**src/verilog/ps2_pkg.sv**
```systemverilog
// ~~~~~~~~~~~~~~~~~~~~~~~~~~~~~~~~~~~~~~~~~~~~~~~~~~~~~~~~~~~~~~~~~~~~
// ps2 frame constants and the scan event record
// ~~~~~~~~~~~~~~~~~~~~~~~~~~~~~~~~~~~~~~~~~~~~~~~~~~~~~~~~~~~~~~~~~~~~
`default_nettype none

package ps2_pkg;

  // prefix byte sent ahead of a key release
  localparam logic [7:0] break_code = 8'hF0;

  // start + 8 data + parity + stop
  localparam int frame_bits = 11;

  // one key event as queued for the processor
  typedef struct packed {
    logic       released;  // set when a break prefix came first
    logic [7:0] code;      // raw scan code, 0xE0 passes as is
  } scan_evt_t;

endpackage

`default_nettype wire

```
**src/verilog/ps2_rx.sv**
```systemverilog
// ~~~~~~~~~~~~~~~~~~~~~~~~~~~~~~~~~~~~~~~~~~~~~~~~~~~~~~~~~~~~~~~~~~~~
// ps2 receiver: pin synchronizers, falling edge detect,
// 11 bit frame shifter with start, parity and stop checks
// ~~~~~~~~~~~~~~~~~~~~~~~~~~~~~~~~~~~~~~~~~~~~~~~~~~~~~~~~~~~~~~~~~~~~
`default_nettype none

module ps2_rx (
  input  logic       clk_i,
  input  logic       rst_n,
  input  logic       ps2_clk,     // async pin
  input  logic       ps2_data,    // async pin
  output logic       byte_valid,  // one cycle, clean frame
  output logic [7:0] byte_data,
  output logic       frame_err    // one cycle, bad frame
);

  localparam int fb    = ps2_pkg::frame_bits;
  localparam int cnt_w = $clog2(fb);

  logic [1:0]       clk_sync;  // two flop synchronizer
  logic [1:0]       dat_sync;
  logic             clk_prev;  // last synchronized clock level
  logic             fall;
  logic [fb-1:0]    shift_q;   // bits so far, newest at the top
  logic [fb-1:0]    frame;     // frame including the bit being sampled
  logic [cnt_w-1:0] bit_cnt;
  logic             last_bit;
  logic             frame_ok;

  // both lines idle high, so reset to 1 to avoid a false edge
  always_ff @(posedge clk_i)
  begin
    if (!rst_n)
    begin
      clk_sync <= 2'b11;
      dat_sync <= 2'b11;
      clk_prev <= 1'b1;
    end
    else
    begin
      clk_sync <= {clk_sync[0], ps2_clk};
      dat_sync <= {dat_sync[0], ps2_data};
      clk_prev <= clk_sync[1];
    end
  end

  assign fall     = clk_prev & ~clk_sync[1];  // keyboard drives data on the high phase
  assign frame    = {dat_sync[1], shift_q[fb-1:1]};  // lsb first, shift right
  assign last_bit = (bit_cnt == cnt_w'(fb - 1));

  // start low, odd parity over data and parity bit, stop high
  assign frame_ok = ~frame[0] & (^frame[9:1]) & frame[10];

  always_ff @(posedge clk_i)
  begin
    if (fall)
    begin
      shift_q <= frame;
    end
    if (fall && last_bit)
    begin
      byte_data <= frame[8:1];  // data held until the next frame
    end
  end

  always_ff @(posedge clk_i)
  begin
    if (!rst_n)
    begin
      bit_cnt    <= '0;
      byte_valid <= 1'b0;
      frame_err  <= 1'b0;
    end
    else
    begin
      byte_valid <= fall & last_bit & frame_ok;
      frame_err  <= fall & last_bit & ~frame_ok;
      if (fall)
      begin
        bit_cnt <= last_bit ? '0 : bit_cnt + 1'b1;  // wrap after the stop bit
      end
    end
  end

endmodule

`default_nettype wire

```
**config.mk**
```make
export PLATFORM = sky130hd
export DESIGN_NAME = ps2_rx
export DESIGN_NICKNAME = d
export VERILOG_FILES = /design/src/verilog/ps2_pkg.sv /design/src/verilog/ps2_rx.sv
export SDC_FILE = /design/constraint.sdc
export NUM_CORES = 1
export LEC_CHECK = 0
export BUFFER_PORTS_ARGS = -buffer_cell sky130_fd_sc_hd__buf_4
export CAP_MARGIN = 5
export CORE_MARGIN = 1.5
export CORE_UTILIZATION = 41
export CTS_BUF_LIST = sky130_fd_sc_hd__clkbuf_4
export DETAILED_ROUTE_END_ITERATION = 7
export GPL_ROUTABILITY_DRIVEN = 0
export GPL_TIMING_DRIVEN = 0
export PLACE_DENSITY = 0.58
export RECOVER_POWER = 50
export SLEW_MARGIN = 20
export SYNTH_ARGS = -nofsm -noshare
export SYNTH_HDL_FRONTEND = slang
export SYNTH_SLANG_ARGS = --single-unit
```
**constraint.sdc**
```tcl
create_clock -name clk_i -period 1.5 [get_ports clk_i]
set_clock_uncertainty 0.15 [all_clocks]
set_input_delay 0.225 -clock clk_i [delete_from_list [all_inputs] [get_ports clk_i]]
set_output_delay 0.225 -clock clk_i [all_outputs]
set_load 0.01 [all_outputs]
```
==> metrics.cfg <==
[sta]
worst_pin_slew_ns=0.481
hold_viol=0
setup_slack_ns=-0.228
drv_slew=0
post-route-min-period_ns=1.73
maxSlewHeadroom=0.679
final.setup.tns_ns=-0.425
rsz0062_at_grt=true
fin_crit_sh=1.15
finalSetupViolations=3
fmax_mhz=579

[synthesis]
syn_inst=68
synth_warnings=0
syn_avg_cell_area_um2=15.5
synth_seq_cells=29
async_reset_ff_frac=0
synthesis.area_um2=1050
ys_types=25
synth_common_cells=18 x edfxtp_1, 11 x dfxtp_1, 6 x nand2b_1, 4 x nor2b_1, 4 x xnor2_1
synth.most_common_cell=edfxtp_1
synth_edf_count=18
yosysTopAreaCell=edfxtp_1
ys_seq_area_frac=0.722
synthTopCellsByArea=edfxtp_1 51%, dfxtp_1 21%, nand2b_1 3.6%, xnor2_1 3.3%, xnor2_4 2.6%
syn-num-nets=72
synth_ff_type=edfxtp_1
synth_top_cell_area_share=0.513

[critical_path]
crit_required_ns=1.55
critPathArrivalTime_ns=1.78
end_kind=flip-flop
path_class=flip-flop to flip-flop
start_kind=flip-flop
path_max_fanout=3

[global_route]
grt_pass1_wl_mm=2.45
grt_pass1_vias=549
antenna_found_initial=0
overflow=0
grt_max_degree=14
grt_util_all_layers=0.133

[flow_run]
max_cap_viol_count=0

[route]
firstDrtPassIters=4
vias=607
route.detailed.drc=0
drtAntennaViolNets=0
wire_per_inst_um=13.0
wl_mm=1.64
drt_iter0_drc=10
viasPerCell=4.82

[floorplan]
coreArea_um2=2450
die_area_um2=2880
dieHeight_um=53.7
rows=18
initial_core_util=0.429
io_pins=14
die_w_um=53.7

[final_layout]
final_nets=99
drive_gt1_frac=0.260
instances_no_fill=126
n_antenna_cell=0
syn2layout_area_growth_pct=25.2

[clocking]
clock_path_buffers=2
cts_root_buf=clkbuf_4
numCtsBuffers=5
clk_pin_slew_ns=0.10
clock_latency_ns=0.32
cts_tree=done
clock_sinks=29
h-tree-depth=2

[placement]
dp_hpwl_mm=1.02
port_buffers=13
dp.cells=111

[power]
sequentialPowerShare=0.620
internal_power_uw=1110
vdd_drop_max_mv=0.856
switching_share=0.207
p_clk_frac=0.335
comb_power_share=0.044
p_sw_uw=289
p_leak_uw=0.000485
power.density_nw_per_um2=1060

[outcome]
outcome=complete, but fails checks
violations=negative setup slack

[worst_hold_path]
min_path_type=flip-flop to flip-flop

==> metrics by stage <==
stage / utilization / setup WS, ns / cell area [um2] / hold WS [ns] / power (uW)
after global placement: 0.487 / -0.217 / 1190 / 0.243 / 937
after CTS: 0.536 / -0.238 / 1320 / 0.274 / 1420
final: 0.537 / -0.228 / 1320 / 0.267 / 1390
after detailed placement: 0.487 / -0.215 / 1190 / 0.250 / 938
after floorplan: - / -0.132 / 1060 / 0.148 / 923
after global routing: 0.537 / -0.318 / 1320 / 0.284 / 1440
==> placed cells by master (no fill, tap or decap), types with 2 or more instances in the layout <==
cell type,Yosys,layout
edfxtp_1,18,18
buf_4,0,12
dfxtp_1,11,11
clkbuf_4,0,9
nand2b_1,6,6
clkbuf_1,2,4
xnor2_1,4,4
nor2b_1,4,3
nand2_1,3,3
dlygate4sd3_1,0,3
inv_1,1,2
nand3b_1,2,2
xor2_1,2,2
==> sequential cells by signal, summed over array words and instances (netlist names) <==
name	cells
clk_prev	1
byte_data	8
dat_sync	2
bit_cnt	4
clk_sync	2
shift_q	10
byte_valid	1
frame_err	1
==> worst max-delay path, stage by stage, from the launching register on <==
cell      delay [ns]
edfxtp_1        0.44
xor2_1          0.15
xnor3_1         0.41
xnor2_1         0.16
o311a_1         0.30
==> layer usage <==
metal,track usage,wire (um),part of all wire
met3,0.0583,74,0.045
met5,0,0,0
met1,0.149,740,0.45
met2,0.203,798,0.49
met4,0.0897,25,0.015
==> what timing repair did <==
item                                    in CTS  in global routing
pin swaps                                    0                  2
setup buffers                                3                  1
endpoints found under the setup margin      10                 11
endpoints found under the hold margin        3                  0
resized for setup                            0                  2
hold buffers                                 3                  0
gates cloned                                 0                  0
==> power groups by stage <==
| stage | combinational [uW] | clock, uW | sequential, uW |
|---|---|---|---|
| 2_1_floorplan | 42.2 | 0 | 880 |
| 3_3_place_gp | 53.7 | 0 | 883 |
| 3_5_place_dp | 54.4 | 0 | 884 |
| 4_1_cts | 62.1 | 488 | 865 |
| 5_1_grt | 68.0 | 509 | 867 |
| 6_report | 61.8 | 468 | 865 |
==> logic make-up (layout without fill, tap and decap cells) <==
kind of cell              Yosys count  count (layout)  synth area share
xor gates and xnor gates            8               8            0.0974
AOI/OAI and AO/OA                   7               7            0.0487
buffers and inverters               4              32            0.0142
and+or+nand+nor                    20              20             0.118
DFF                                29              29             0.722
==> path summary, 6_finish.rpt <==
kind                                  to  slack [ns]  cells after the start                   start
setup / recovery    frame_err$_SDFF_PN0_       -0.23                      4    shift_q[7]$_DFFE_PN_
hold / removal    clk_sync[1]$_SDFF_PN1_        0.27                      1  clk_sync[0]$_SDFF_PN1_
setup reg to reg    frame_err$_SDFF_PN0_       -0.23                      4    shift_q[7]$_DFFE_PN_
hold reg to reg   clk_sync[1]$_SDFF_PN1_        0.27                      1  clk_sync[0]$_SDFF_PN1_
==> area by class of cell <==
type	instances	area, um2
fill	223	1140
sequential	29	761
multi-input combinational	35	287
timing repair buffer	20	163
clock buffer	7	52.6
tap	30	37.5
buffer	2	7.51
inverter	2	7.51
clock inverter	1	3.75
No activity file was read; power rests on OpenSTA's default activity.
