File: src/verilog/ps2_pkg.sv
// ~~~~~~~~~~~~~~~~~~~~~~~~~~~~~~~~~~~~~~~~~~~~~~~~~~~~~~~~~~~~~~~~~~~~
// ps2 frame constants and the scan event record
// ~~~~~~~~~~~~~~~~~~~~~~~~~~~~~~~~~~~~~~~~~~~~~~~~~~~~~~~~~~~~~~~~~~~~
`default_nettype none

package ps2_pkg;

  // prefix byte sent ahead of a key release
  localparam logic [7:0] break_code = 8'hF0;

  // start + 8 data + parity + stop
  localparam int frame_bits = 11;

  // one key event as queued for the processor
  typedef struct packed {
    logic       released;  // set when a break prefix came first
    logic [7:0] code;      // raw scan code, 0xE0 passes as is
  } scan_evt_t;

endpackage

`default_nettype wire

File: src/verilog/scan_fifo.sv
// ~~~~~~~~~~~~~~~~~~~~~~~~~~~~~~~~~~~~~~~~~~~~~~~~~~~~~~~~~~~~~~~~~~~~
// scan event fifo with sticky overflow
// ~~~~~~~~~~~~~~~~~~~~~~~~~~~~~~~~~~~~~~~~~~~~~~~~~~~~~~~~~~~~~~~~~~~~
`default_nettype none

module scan_fifo #(
  parameter int fifo_depth = 16  // power of two
) (
  input  logic               clk_i,
  input  logic               rst_n,
  input  logic               push,
  input  ps2_pkg::scan_evt_t din,
  input  logic               pop,
  input  logic               clr_overflow,
  output ps2_pkg::scan_evt_t dout,  // head, valid when not empty
  output logic               empty,
  output logic               overflow
);

  localparam int aw = $clog2(fifo_depth);

  ps2_pkg::scan_evt_t mem [fifo_depth];
  logic [aw:0]        wr_ptr;  // extra msb tells full from empty
  logic [aw:0]        rd_ptr;
  logic               full;
  logic               do_push;
  logic               do_pop;

  assign empty   = (wr_ptr == rd_ptr);
  assign full    = (wr_ptr[aw] != rd_ptr[aw]) && (wr_ptr[aw-1:0] == rd_ptr[aw-1:0]);
  assign do_pop  = pop & ~empty;  // pop on empty ignored
  assign do_push = push & (~full | do_pop);  // a pop frees the slot
  assign dout    = mem[rd_ptr[aw-1:0]];

  always_ff @(posedge clk_i)
  begin
    if (do_push)
    begin
      mem[wr_ptr[aw-1:0]] <= din;
    end
  end

  always_ff @(posedge clk_i)
  begin
    if (!rst_n)
    begin
      wr_ptr   <= '0;
      rd_ptr   <= '0;
      overflow <= 1'b0;
    end
    else
    begin
      if (do_push) wr_ptr <= wr_ptr + 1'b1;
      if (do_pop)  rd_ptr <= rd_ptr + 1'b1;
      // a drop in the same cycle as the clear wins
      overflow <= (overflow & ~clr_overflow) | (push & ~do_push);
    end
  end

endmodule

`default_nettype wire

File: config.mk
export PLATFORM = sky130hd
export DESIGN_NAME = scan_fifo
export DESIGN_NICKNAME = d
export VERILOG_FILES = /design/src/verilog/ps2_pkg.sv /design/src/verilog/scan_fifo.sv
export SDC_FILE = /design/constraint.sdc
export NUM_CORES = 1
export LEC_CHECK = 0
export ABC_AREA = 1
export BUFFER_PORTS_ARGS = -buffer_cell sky130_fd_sc_hd__buf_2
export CORE_ASPECT_RATIO = 0.7
export CORE_UTILIZATION = 35
export DETAILED_ROUTE_END_ITERATION = 10
export SLEW_MARGIN = 25
export SYNTH_ARGS = -nofsm -noshare
export SYNTH_HDL_FRONTEND = slang
export SYNTH_SLANG_ARGS = --single-unit
File: constraint.sdc
create_clock -name clk_i -period 1.8 [get_ports clk_i]
set_input_delay 0.18 -clock clk_i [delete_from_list [all_inputs] [get_ports clk_i]]
set_output_delay 0.18 -clock clk_i [all_outputs]
set_load 0.02 [all_outputs]
==> results of run 1 <==
==> Yosys cell counts, drive strengths merged, types with 6 or more instances <==
library cell  number  share of area, %
o211ai            36               4.0
a21oi             43               3.3
edfxtp           144                64
nand3             68               5.4
xor2               6              0.78
inv               87               4.9
o21ai             36               2.7
nor2              28               1.8
nand2             81               4.9
clkbuf            17              0.95
dfxtp             15               4.5
buf               12              0.95
==> through the flow <==
step / cell area [sq um] / std cells / setup slack (ns) / power (mW) / setup TNS, ns
floorplan: 6710 / 583 / 0.0413 / 4.89 / 0
global placement: 7360 / 856 / -0.0920 / 5.31 / -3.08
detailed placement: 7360 / 856 / -0.184 / 5.32 / -10.31
CTS: 8170 / 895 / -0.187 / 8.82 / -1.43
global route: 8460 / 901 / -0.236 / 9.21 / -1.95
finish: 8460 / 901 / -0.179 / 8.90 / -1.45
==> cells in the final DEF, fill, tap and decap left out, drive strengths merged, types with 3 or more instances in the layout <==
cell type | netlist | routed
clkinv | 2 | 7
o21ai | 36 | 36
inv | 87 | 94
nand3 | 68 | 68
edfxtp | 144 | 144
clkinvlp | 0 | 3
dfxtp | 15 | 15
xor2 | 6 | 6
nand2 | 81 | 81
nor2 | 28 | 28
buf | 12 | 76
o211ai | 36 | 36
clkbuf | 17 | 19
a21oi | 43 | 43
ha | 5 | 5
==> registers in the layout, summed over array words and instances (netlist names), named ones only <==
signal / flops
mem: 144
wr_ptr: 5
overflow: 1
rd_ptr: 5
==> where the power goes <==
group	switching [mW]	internal, mW	leakage (nW)
combinational	0.867	0.582	1.41
clock	1.54	1.78	0.260
sequential	0.0438	4.09	1.43
total	2.45	6.45	3.10
==> layout make-up <==
| class | count | area [sq um] |
|---|---|---|
| Multi-Input combinational cell | 306 | 1890 |
| Inverter | 89 | 337 |
| Clock inverter | 15 | 110 |
| Timing Repair Buffer | 79 | 759 |
| Fill cell | 1653 | 9910 |
| Tap cell | 236 | 295 |
| Clock buffer | 17 | 425 |
| Sequential cell | 159 | 4640 |
==> worst paths after layout <==
path | cells past startpoint | end | startpoint
worst max-delay path | 7 | dout[4] | flip-flop
worst min-delay path | 3 | wr_ptr[1]$_SDFFE_PN0P_ | rst_n
worst max register to register | 11 | mem[5][4]$_DFFE_PP_ | wr_ptr[4]$_SDFFE_PN0P_
worst min register to register | 2 | overflow$_SDFF_PN0_ | overflow$_SDFF_PN0_
==> layer usage <==
layer | routed length, um | track usage, %
met5 | 0 | 0
met4 | 307 | 6.42
met3 | 1190 | 2.99
met2 | 7750 | 26.8
met1 | 7910 | 25.3
==> kinds of logic (layout without fill, tap and decap cells) <==
group | Yosys count | after routing | synth area share, %
xor+xnor | 6 | 6 | 0.783
simple gates | 180 | 180 | 12.5
fa+ha+maj | 5 | 5 | 0.932
flops | 159 | 159 | 68.9
buf+inv | 118 | 200 | 6.92
compound gates | 115 | 115 | 9.97
==> worst reg2reg max path, delay by kind of cell (launching register included) <==
| family | cells | cell delay (ns) |
|---|---|---|
| buffers and inverters | 4 | 0.52 |
| flip-flops | 1 | 0.33 |
| AND/OR/NAND/NOR | 7 | 0.60 |
==> timing repair <==
item	CTS	global route
setup buffers	7	0
pin swaps	25	12
resized for setup	67	65
setup endpoints to repair	108	145
hold buffers	1	0
endpoints found under the hold margin	1	0
gates cloned	1	6
==> flow_metrics.py, run 1 <==
metrics = {
    "detailed_routing": {
        "drt_iter0_markers": 615,
        "drt_first_pass_iters": 5,
        "route.detailed.drc": 0,
        "routedWlPerCell_um": 19.0,
        "antenna_left": 0,
        "via_count": 4661,
        "wirelength_um": 17200,
        "vias_per_cell": 5.17,
    },
    "clock_network": {
        "numCtsBuffers": 17,
        "path_clk_slew_ns": 0.06,
        "clock_sinks": 159,
        "insertion_delay_ns": 0.43,
        "clk_path_buf_depth": 2,
        "h-tree-depth": 4,
        "cts_tree": "built",
        "cts_root_buffer": "clkbuf_16",
    },
    "global_route": {
        "grt_start_max_net_pins": 36,
        "grt_usage_pct": 17.6,
        "antenna_found_initial": 0,
        "overflow": 0,
        "grt_pass1_wl_um": 25600,
        "grt_pass1_vias": 4427,
    },
    "synth": {
        "synth_warnings": 0,
        "ys_seq_area_share_pct": 68.9,
        "synth-async-reset-ratio_pct": 0,
        "syn_avg_cell_area_sq_um": 11.5,
        "ys_ff_latch": 159,
        "synth-edff-count": 144,
        "synth_flop_cell": "edfxtp_1",
        "synth_nets": 602,
        "synth_cell_types": 26,
        "syn_area_sq_mm": 0.00671,
        "synth_cells": 583,
    },
    "worst_setup_path": {
        "reg2reg_slack_ns": 0.08,
        "path_buf_inv": 3,
        "critical_path_class": "flip-flop to output pin",
        "cp_slowest_cell": "dfxtp_4",
        "path_max_fanout": 9,
        "crit_top_cell": "buf_12",
        "crit_family": "buffers and inverters",
        "end_kind": "output pin",
        "crit_path_max_incr_delay_ns": 0.38,
        "start_kind": "flip-flop",
        "required_ns": 1.62,
        "path_cells": "buf_12, buf_12, o211ai_1, nand3_1, nand3_2, nand2_2, buf_6",
        "arrival_ns": 1.80,
    },
    "placement": {
        "routabilityCongestion": 0.812,
        "io_buffers": 24,
        "dpl.hpwl_um": 10600,
    },
    "sta": {
        "drv_slew": 0,
        "hold_ws_ns": 0.0297,
        "fmax_ghz": 0.505,
        "worstMarginPinSlew_ns": 0.460,
        "maxSlewHeadroom_pct": 69.3,
        "rsz0062_at_grt": "true",
        "finalCriticalPeriod_ns": 1.98,
        "final-hold-violation-count": 0,
        "setup_viol": 9,
        "finalCritPeriodShare_pct": 110,
        "worst_slack_ns": -0.179,
        "clock_skew_ns": 0.00652,
    },
    "floorplanning": {
        "core_area_sq_mm": 0.0184,
        "fp.dieW_um": 168,
        "num_rows": 41,
        "dieArea_sq_mm": 0.0197,
        "io_pins": 25,
        "chipHeight_um": 118,
        "start_util_pct": 36.5,
    },
    "power_and_ir_drop": {
        "peakVddDrop_v": 0.000638,
        "power.leakage_nw": 3.10,
        "power.density_mw_per_mm2": 1050,
    },
    "status": {
        "status": "complete, but fails checks",
        "violations": "setup timing",
    },
    "layout": {
        "drive_gt1_share_pct": 28.0,
        "area_growth_pct": 26.0,
        "final_util_pct": 46.0,
        "n_antenna_cell": 0,
        "nNetsFinal": 671,
    },
    "worst_hold_path": {
        "hp-class": "input pin to flip-flop",
    },
    "flow_run": {
        "cap_violations": 0,
    },
}
Power figures use the tool's default switching activity.
==> run 2, diff against run 1 <==
- HOLD_SLACK_MARGIN: default -> 0.06
==> flow_metrics.py, run 2 (synthesized netlist as in run 1, its figures left out) <==
metrics = {
    "layout": {
        "multiInputGateArea_sq_mm": 0.00189,
        "n_antenna_cell": 0,
        "area_growth_pct": 26.1,
        "fin_cells": 902,
        "final_cell_mix": "144 x edfxtp_1, 81 x inv_1, 65 x nand2_1",
        "regArea_sq_mm": 0.00464,
        "largest_register_ffs": 144,
        "nNetsFinal": 672,
        "drive_gt1_share_pct": 27.9,
        "fillers": 1653,
        "mostFrequentLayoutCell": "edfxtp_1",
    },
    "floorplanning": {
        "start_util_pct": 36.5,
        "num_rows": 41,
        "chipHeight_um": 118,
        "dieArea_sq_mm": 0.0197,
        "fp.dieW_um": 168,
        "io_pins": 25,
        "core_area_sq_mm": 0.0184,
    },
    "detailed_routing": {
        "via_count": 4667,
        "route.detailed.drc": 0,
        "vias_per_cell": 5.17,
        "wirelength_um": 17200,
        "routedWlPerCell_um": 19.0,
        "met1_length_um": 7890,
        "routed.top_layer": "met4",
        "met2_length_um": 7810,
        "drt_iter0_markers": 523,
        "antenna_left": 0,
        "drt_first_pass_iters": 5,
        "met3WireLength_um": 1180,
    },
    "sta": {
        "maxSlewHeadroom_pct": 68.6,
        "setup_viol": 9,
        "hold_ws_ns": 0.106,
        "finalCriticalPeriod_ns": 1.99,
        "final-hold-violation-count": 0,
        "finalCritPeriodShare_pct": 110,
        "worstMarginPinSlew_ns": 0.470,
        "rsz0062_at_grt": "true",
        "fmax_ghz": 0.504,
        "clock_skew_ns": 0.00624,
        "worst_slack_ns": -0.186,
        "drv_slew": 0,
    },
    "worst_setup_path": {
        "end_kind": "output pin",
        "required_ns": 1.62,
        "path_max_fanout": 9,
        "arrival_ns": 1.81,
        "critical_path_class": "flip-flop to output pin",
        "start_kind": "flip-flop",
    },
    "clock_network": {
        "cts_tree": "built",
        "path_clk_slew_ns": 0.06,
        "numCtsBuffers": 17,
        "insertion_delay_ns": 0.43,
        "clock_sinks": 159,
        "clk_path_buf_depth": 2,
        "cts_root_buffer": "clkbuf_16",
        "h-tree-depth": 4,
    },
    "flow_run": {
        "cap_violations": 0,
    },
    "global_route": {
        "grt_usage_pct": 17.6,
        "grt_pass1_wl_um": 25600,
        "antenna_found_initial": 0,
        "grt_pass1_vias": 4427,
        "grt_start_max_net_pins": 36,
        "overflow": 0,
    },
    "placement": {
        "routabilityCongestion": 0.812,
        "dpl.cell_count": 856,
        "io_buffers": 24,
        "dpl.hpwl_um": 10600,
    },
    "status": {
        "violations": "setup timing",
        "status": "complete, but fails checks",
    },
    "power_and_ir_drop": {
        "power.density_mw_per_mm2": 1050,
        "power_mw": 8.90,
        "peakVddDrop_v": 0.000636,
        "power.leakage_nw": 3.10,
    },
    "worst_hold_path": {
        "hp-class": "input pin to flip-flop",
    },
}
==> run 2: cell count changes in the layout (fill, tap and decap cells not counted), sizes merged <==
cell | previous run | this run
dlygate4sd3 | 1 | 2
==> run 2: layout make-up <==
type,count,share of cell area (%)
flip-flops and latches,159,54.8
multi-input cells,306,22.3
repair buffers,80,9.09
clock buffers,17,5.03
inverters,89,3.98
well taps,236,3.49
clock inverters,15,1.30
==> run 2: routing by layer <==
| layer | global-route usage [%] | vias to the layer above |
|---|---|---|
| met5 | 0 | - |
| met4 | 6.42 | 0 |
| met3 | 2.99 | 26 |
| met2 | 26.8 | 200 |
| met1 | 25.3 | 2265 |
| li1 | - | 2176 |
==> run 2: path summary, 6_finish.rpt <==
check | from | endpoint | slack, ns | cells past startpoint
worst min register to register | overflow$_SDFF_PN0_ | overflow$_SDFF_PN0_ | 0.46 | 2
worst max-delay path | flip-flop | dout[4] | -0.19 | 7
worst max register to register | wr_ptr[4]$_SDFFE_PN0P_ | mem[5][4]$_DFFE_PP_ | 0.08 | 11
worst min-delay path | push | wr_ptr[4]$_SDFFE_PN0P_ | 0.11 | 3
==> run 2: metrics by stage <==
step	utilization [%]	instance area, sq um	setup WS (ns)	setup TNS [ns]
3_3_place_gp	40.1	7360	-0.0920	-3.08
4_1_cts	44.5	8180	-0.187	-1.43
5_1_grt	46.1	8470	-0.236	-1.95
2_1_floorplan	-	6710	0.0413	0
6_report	46.1	8470	-0.186	-1.48
3_5_place_dp	40.1	7360	-0.184	-10.31
==> run 2: timing repair <==
| action | in CTS | in global routing |
|---|---|---|
| hold buffers | 2 | 0 |
| gates resized for setup | 67 | 65 |
| setup endpoints to repair | 108 | 145 |
| pin swaps | 25 | 12 |
| setup buffers | 7 | 0 |
| hold endpoints to repair | 6 | 0 |
| cloned | 1 | 6 |
==> run 2: critical path: stages (launching register included) <==
cell	delay (ns)
dfxtp_4	0.38
buf_12	0.15
buf_12	0.13
o211ai_1	0.20
nand3_1	0.16
nand3_2	0.13
nand2_2	0.09
buf_6	0.13
==> run 2: where the power goes <==
group,internal (mW),switching (mW)
logic,0.584,0.869
registers,4.09,0.0439
clock network,1.78,1.53
total,6.45,2.45
==> run 3, diff against run 2 <==
- RECOVER_POWER: default -> 25
==> flow_metrics.py, run 3 (synthesized netlist as in run 1, its figures left out) <==
metrics = {
    "detailed_routing": {
        "vias_per_cell": 5.20,
        "antenna_left": 0,
        "via_count": 4686,
        "drt_first_pass_iters": 6,
        "wirelength_um": 17200,
        "route.detailed.drc": 0,
        "routedWlPerCell_um": 19.1,
        "drt_iter0_markers": 564,
    },
    "sta": {
        "worstMarginPinSlew_ns": 1.03,
        "fmax_ghz": 0.503,
        "worst_slack_ns": -0.187,
        "finalCriticalPeriod_ns": 1.99,
        "final-hold-violation-count": 0,
        "drv_slew": 0,
        "setup_viol": 9,
        "finalCritPeriodShare_pct": 110,
        "fin_setup_tns_ns": -1.47,
        "rsz0062_at_grt": "true",
        "maxSlewHeadroom_pct": 31.1,
        "clock_skew_ns": 0.00659,
    },
    "floorplanning": {
        "num_rows": 41,
        "chipHeight_um": 118,
        "io_pins": 25,
        "dieArea_sq_mm": 0.0197,
        "core_area_sq_mm": 0.0184,
        "start_util_pct": 36.5,
        "fp.dieW_um": 168,
    },
    "global_route": {
        "grt_pass1_vias": 4427,
        "grt_start_max_net_pins": 36,
        "grt_pass1_wl_um": 25600,
        "overflow": 0,
        "antenna_found_initial": 0,
        "grt_usage_pct": 17.6,
    },
    "layout": {
        "nNetsFinal": 672,
        "largest_register_ffs": 144,
        "area_growth_pct": 26.0,
        "n_antenna_cell": 0,
        "drive_gt1_share_pct": 27.0,
        "mostFrequentLayoutCell": "edfxtp_1",
        "final_cell_area_sq_mm": 0.00846,
        "final_cell_mix": "144 x edfxtp_1, 81 x inv_1, 65 x nand2_1",
    },
    "worst_setup_path": {
        "crit_top_cell": "buf_12",
        "reg2reg_depth": 11,
        "path_cells": "buf_12, buf_12, o211ai_1, nand3_1, nand3_2, nand2_2, buf_6",
        "required_ns": 1.62,
        "path_max_fanout": 9,
        "crit_path_max_incr_delay_ns": 0.38,
        "cp_slowest_cell": "dfxtp_4",
        "start_kind": "flip-flop",
        "arrival_ns": 1.81,
        "end_kind": "output pin",
        "critical_path_class": "flip-flop to output pin",
    },
    "clock_network": {
        "cts_tree": "built",
        "clock_sinks": 159,
        "clk_path_buf_depth": 2,
        "cts_root_buffer": "clkbuf_16",
        "h-tree-depth": 4,
        "numCtsBuffers": 17,
        "path_clk_slew_ns": 0.06,
        "insertion_delay_ns": 0.43,
    },
    "power_and_ir_drop": {
        "power.leakage_nw": 3.09,
        "peakVddDrop_v": 0.000638,
        "p_int_mw": 6.45,
        "p_sw_mw": 2.46,
        "power.density_mw_per_mm2": 1050,
        "p_seq_share_pct": 46.4,
        "swShare_pct": 27.6,
        "power.share.clock_pct": 37.3,
        "comb_power_share_pct": 16.3,
    },
    "status": {
        "violations": "setup timing",
        "status": "complete, but fails checks",
    },
    "placement": {
        "routabilityCongestion": 0.812,
        "io_buffers": 24,
        "dpl.hpwl_um": 10600,
        "place_area_sq_mm": 0.00736,
    },
    "worst_hold_path": {
        "whs_path_depth": 3,
        "hp-class": "input pin to flip-flop",
    },
    "flow_run": {
        "cap_violations": 0,
    },
}
[run 3: worst paths after layout]
| path | startpoint | end | slack (ns) |
|---|---|---|---|
| setup / recovery | flip-flop | dout[4] | -0.19 |
| hold / removal | push | wr_ptr[4]$_SDFFE_PN0P_ | 0.10 |
| setup reg to reg | wr_ptr[4]$_SDFFE_PN0P_ | mem[5][4]$_DFFE_PP_ | 0.08 |
| hold reg to reg | overflow$_SDFF_PN0_ | overflow$_SDFF_PN0_ | 0.46 |
[run 3: cell type report]
class | instances | area [sq um]
Timing Repair Buffer | 80 | 762
Tap cell | 236 | 295
Multi-Input combinational cell | 306 | 1890
Inverter | 89 | 337
Clock buffer | 17 | 425
Sequential cell | 159 | 4640
Clock inverter | 15 | 110
Fill cell | 1656 | 9910
[run 3: what timing repair did]
item | 4_1_cts | 5_1_grt
resized for setup | 67 | 65
buffers inserted | 7 | 0
endpoints found under the setup margin | 108 | 145
pin swaps | 25 | 12
endpoints found under the hold margin | 6 | 0
cloned | 1 | 6
hold buffers | 2 | 0
[run 3: routing by layer]
layer  part of all wire, %  track usage [%]  vias up  wire, um
li1                      -                -     2174         -
met1                    46             25.3     2258      7850
met2                    45             26.8      222      7760
met3                   7.3             2.99       32      1260
met4                   1.9             6.42        0       325
met5                     0                0        -         0
[run 3: power by group through the flow]
stage / logic (mW) / clock network, mW / registers, mW
finish: 1.45 / 3.32 / 4.13
global placement: 1.10 / 0 / 4.22
CTS: 1.33 / 3.36 / 4.12
detailed placement: 1.10 / 0 / 4.22
global route: 1.56 / 3.52 / 4.13
floorplan: 0.710 / 0 / 4.18
[run 3: worst max-delay path: cells and delay by family (launching register included)]
kind | cells | cell delay [ns]
buffers and inverters | 3 | 0.41
flip-flops | 1 | 0.38
AND/OR/NAND/NOR | 3 | 0.38
AO/OA/AOI/OAI | 1 | 0.20
[run 3: per-stage QoR]
step	setup WS, ns	hold slack, ns	std cells	utilization, %	power, mW
2_1_floorplan	0.0413	0.279	583	-	4.89
3_3_place_gp	-0.0920	0.437	856	40.1	5.31
3_5_place_dp	-0.184	0.436	856	40.1	5.32
4_1_cts	-0.187	0.0961	896	44.5	8.82
5_1_grt	-0.236	0.122	902	46.1	9.21
6_report	-0.187	0.104	902	46.1	8.91
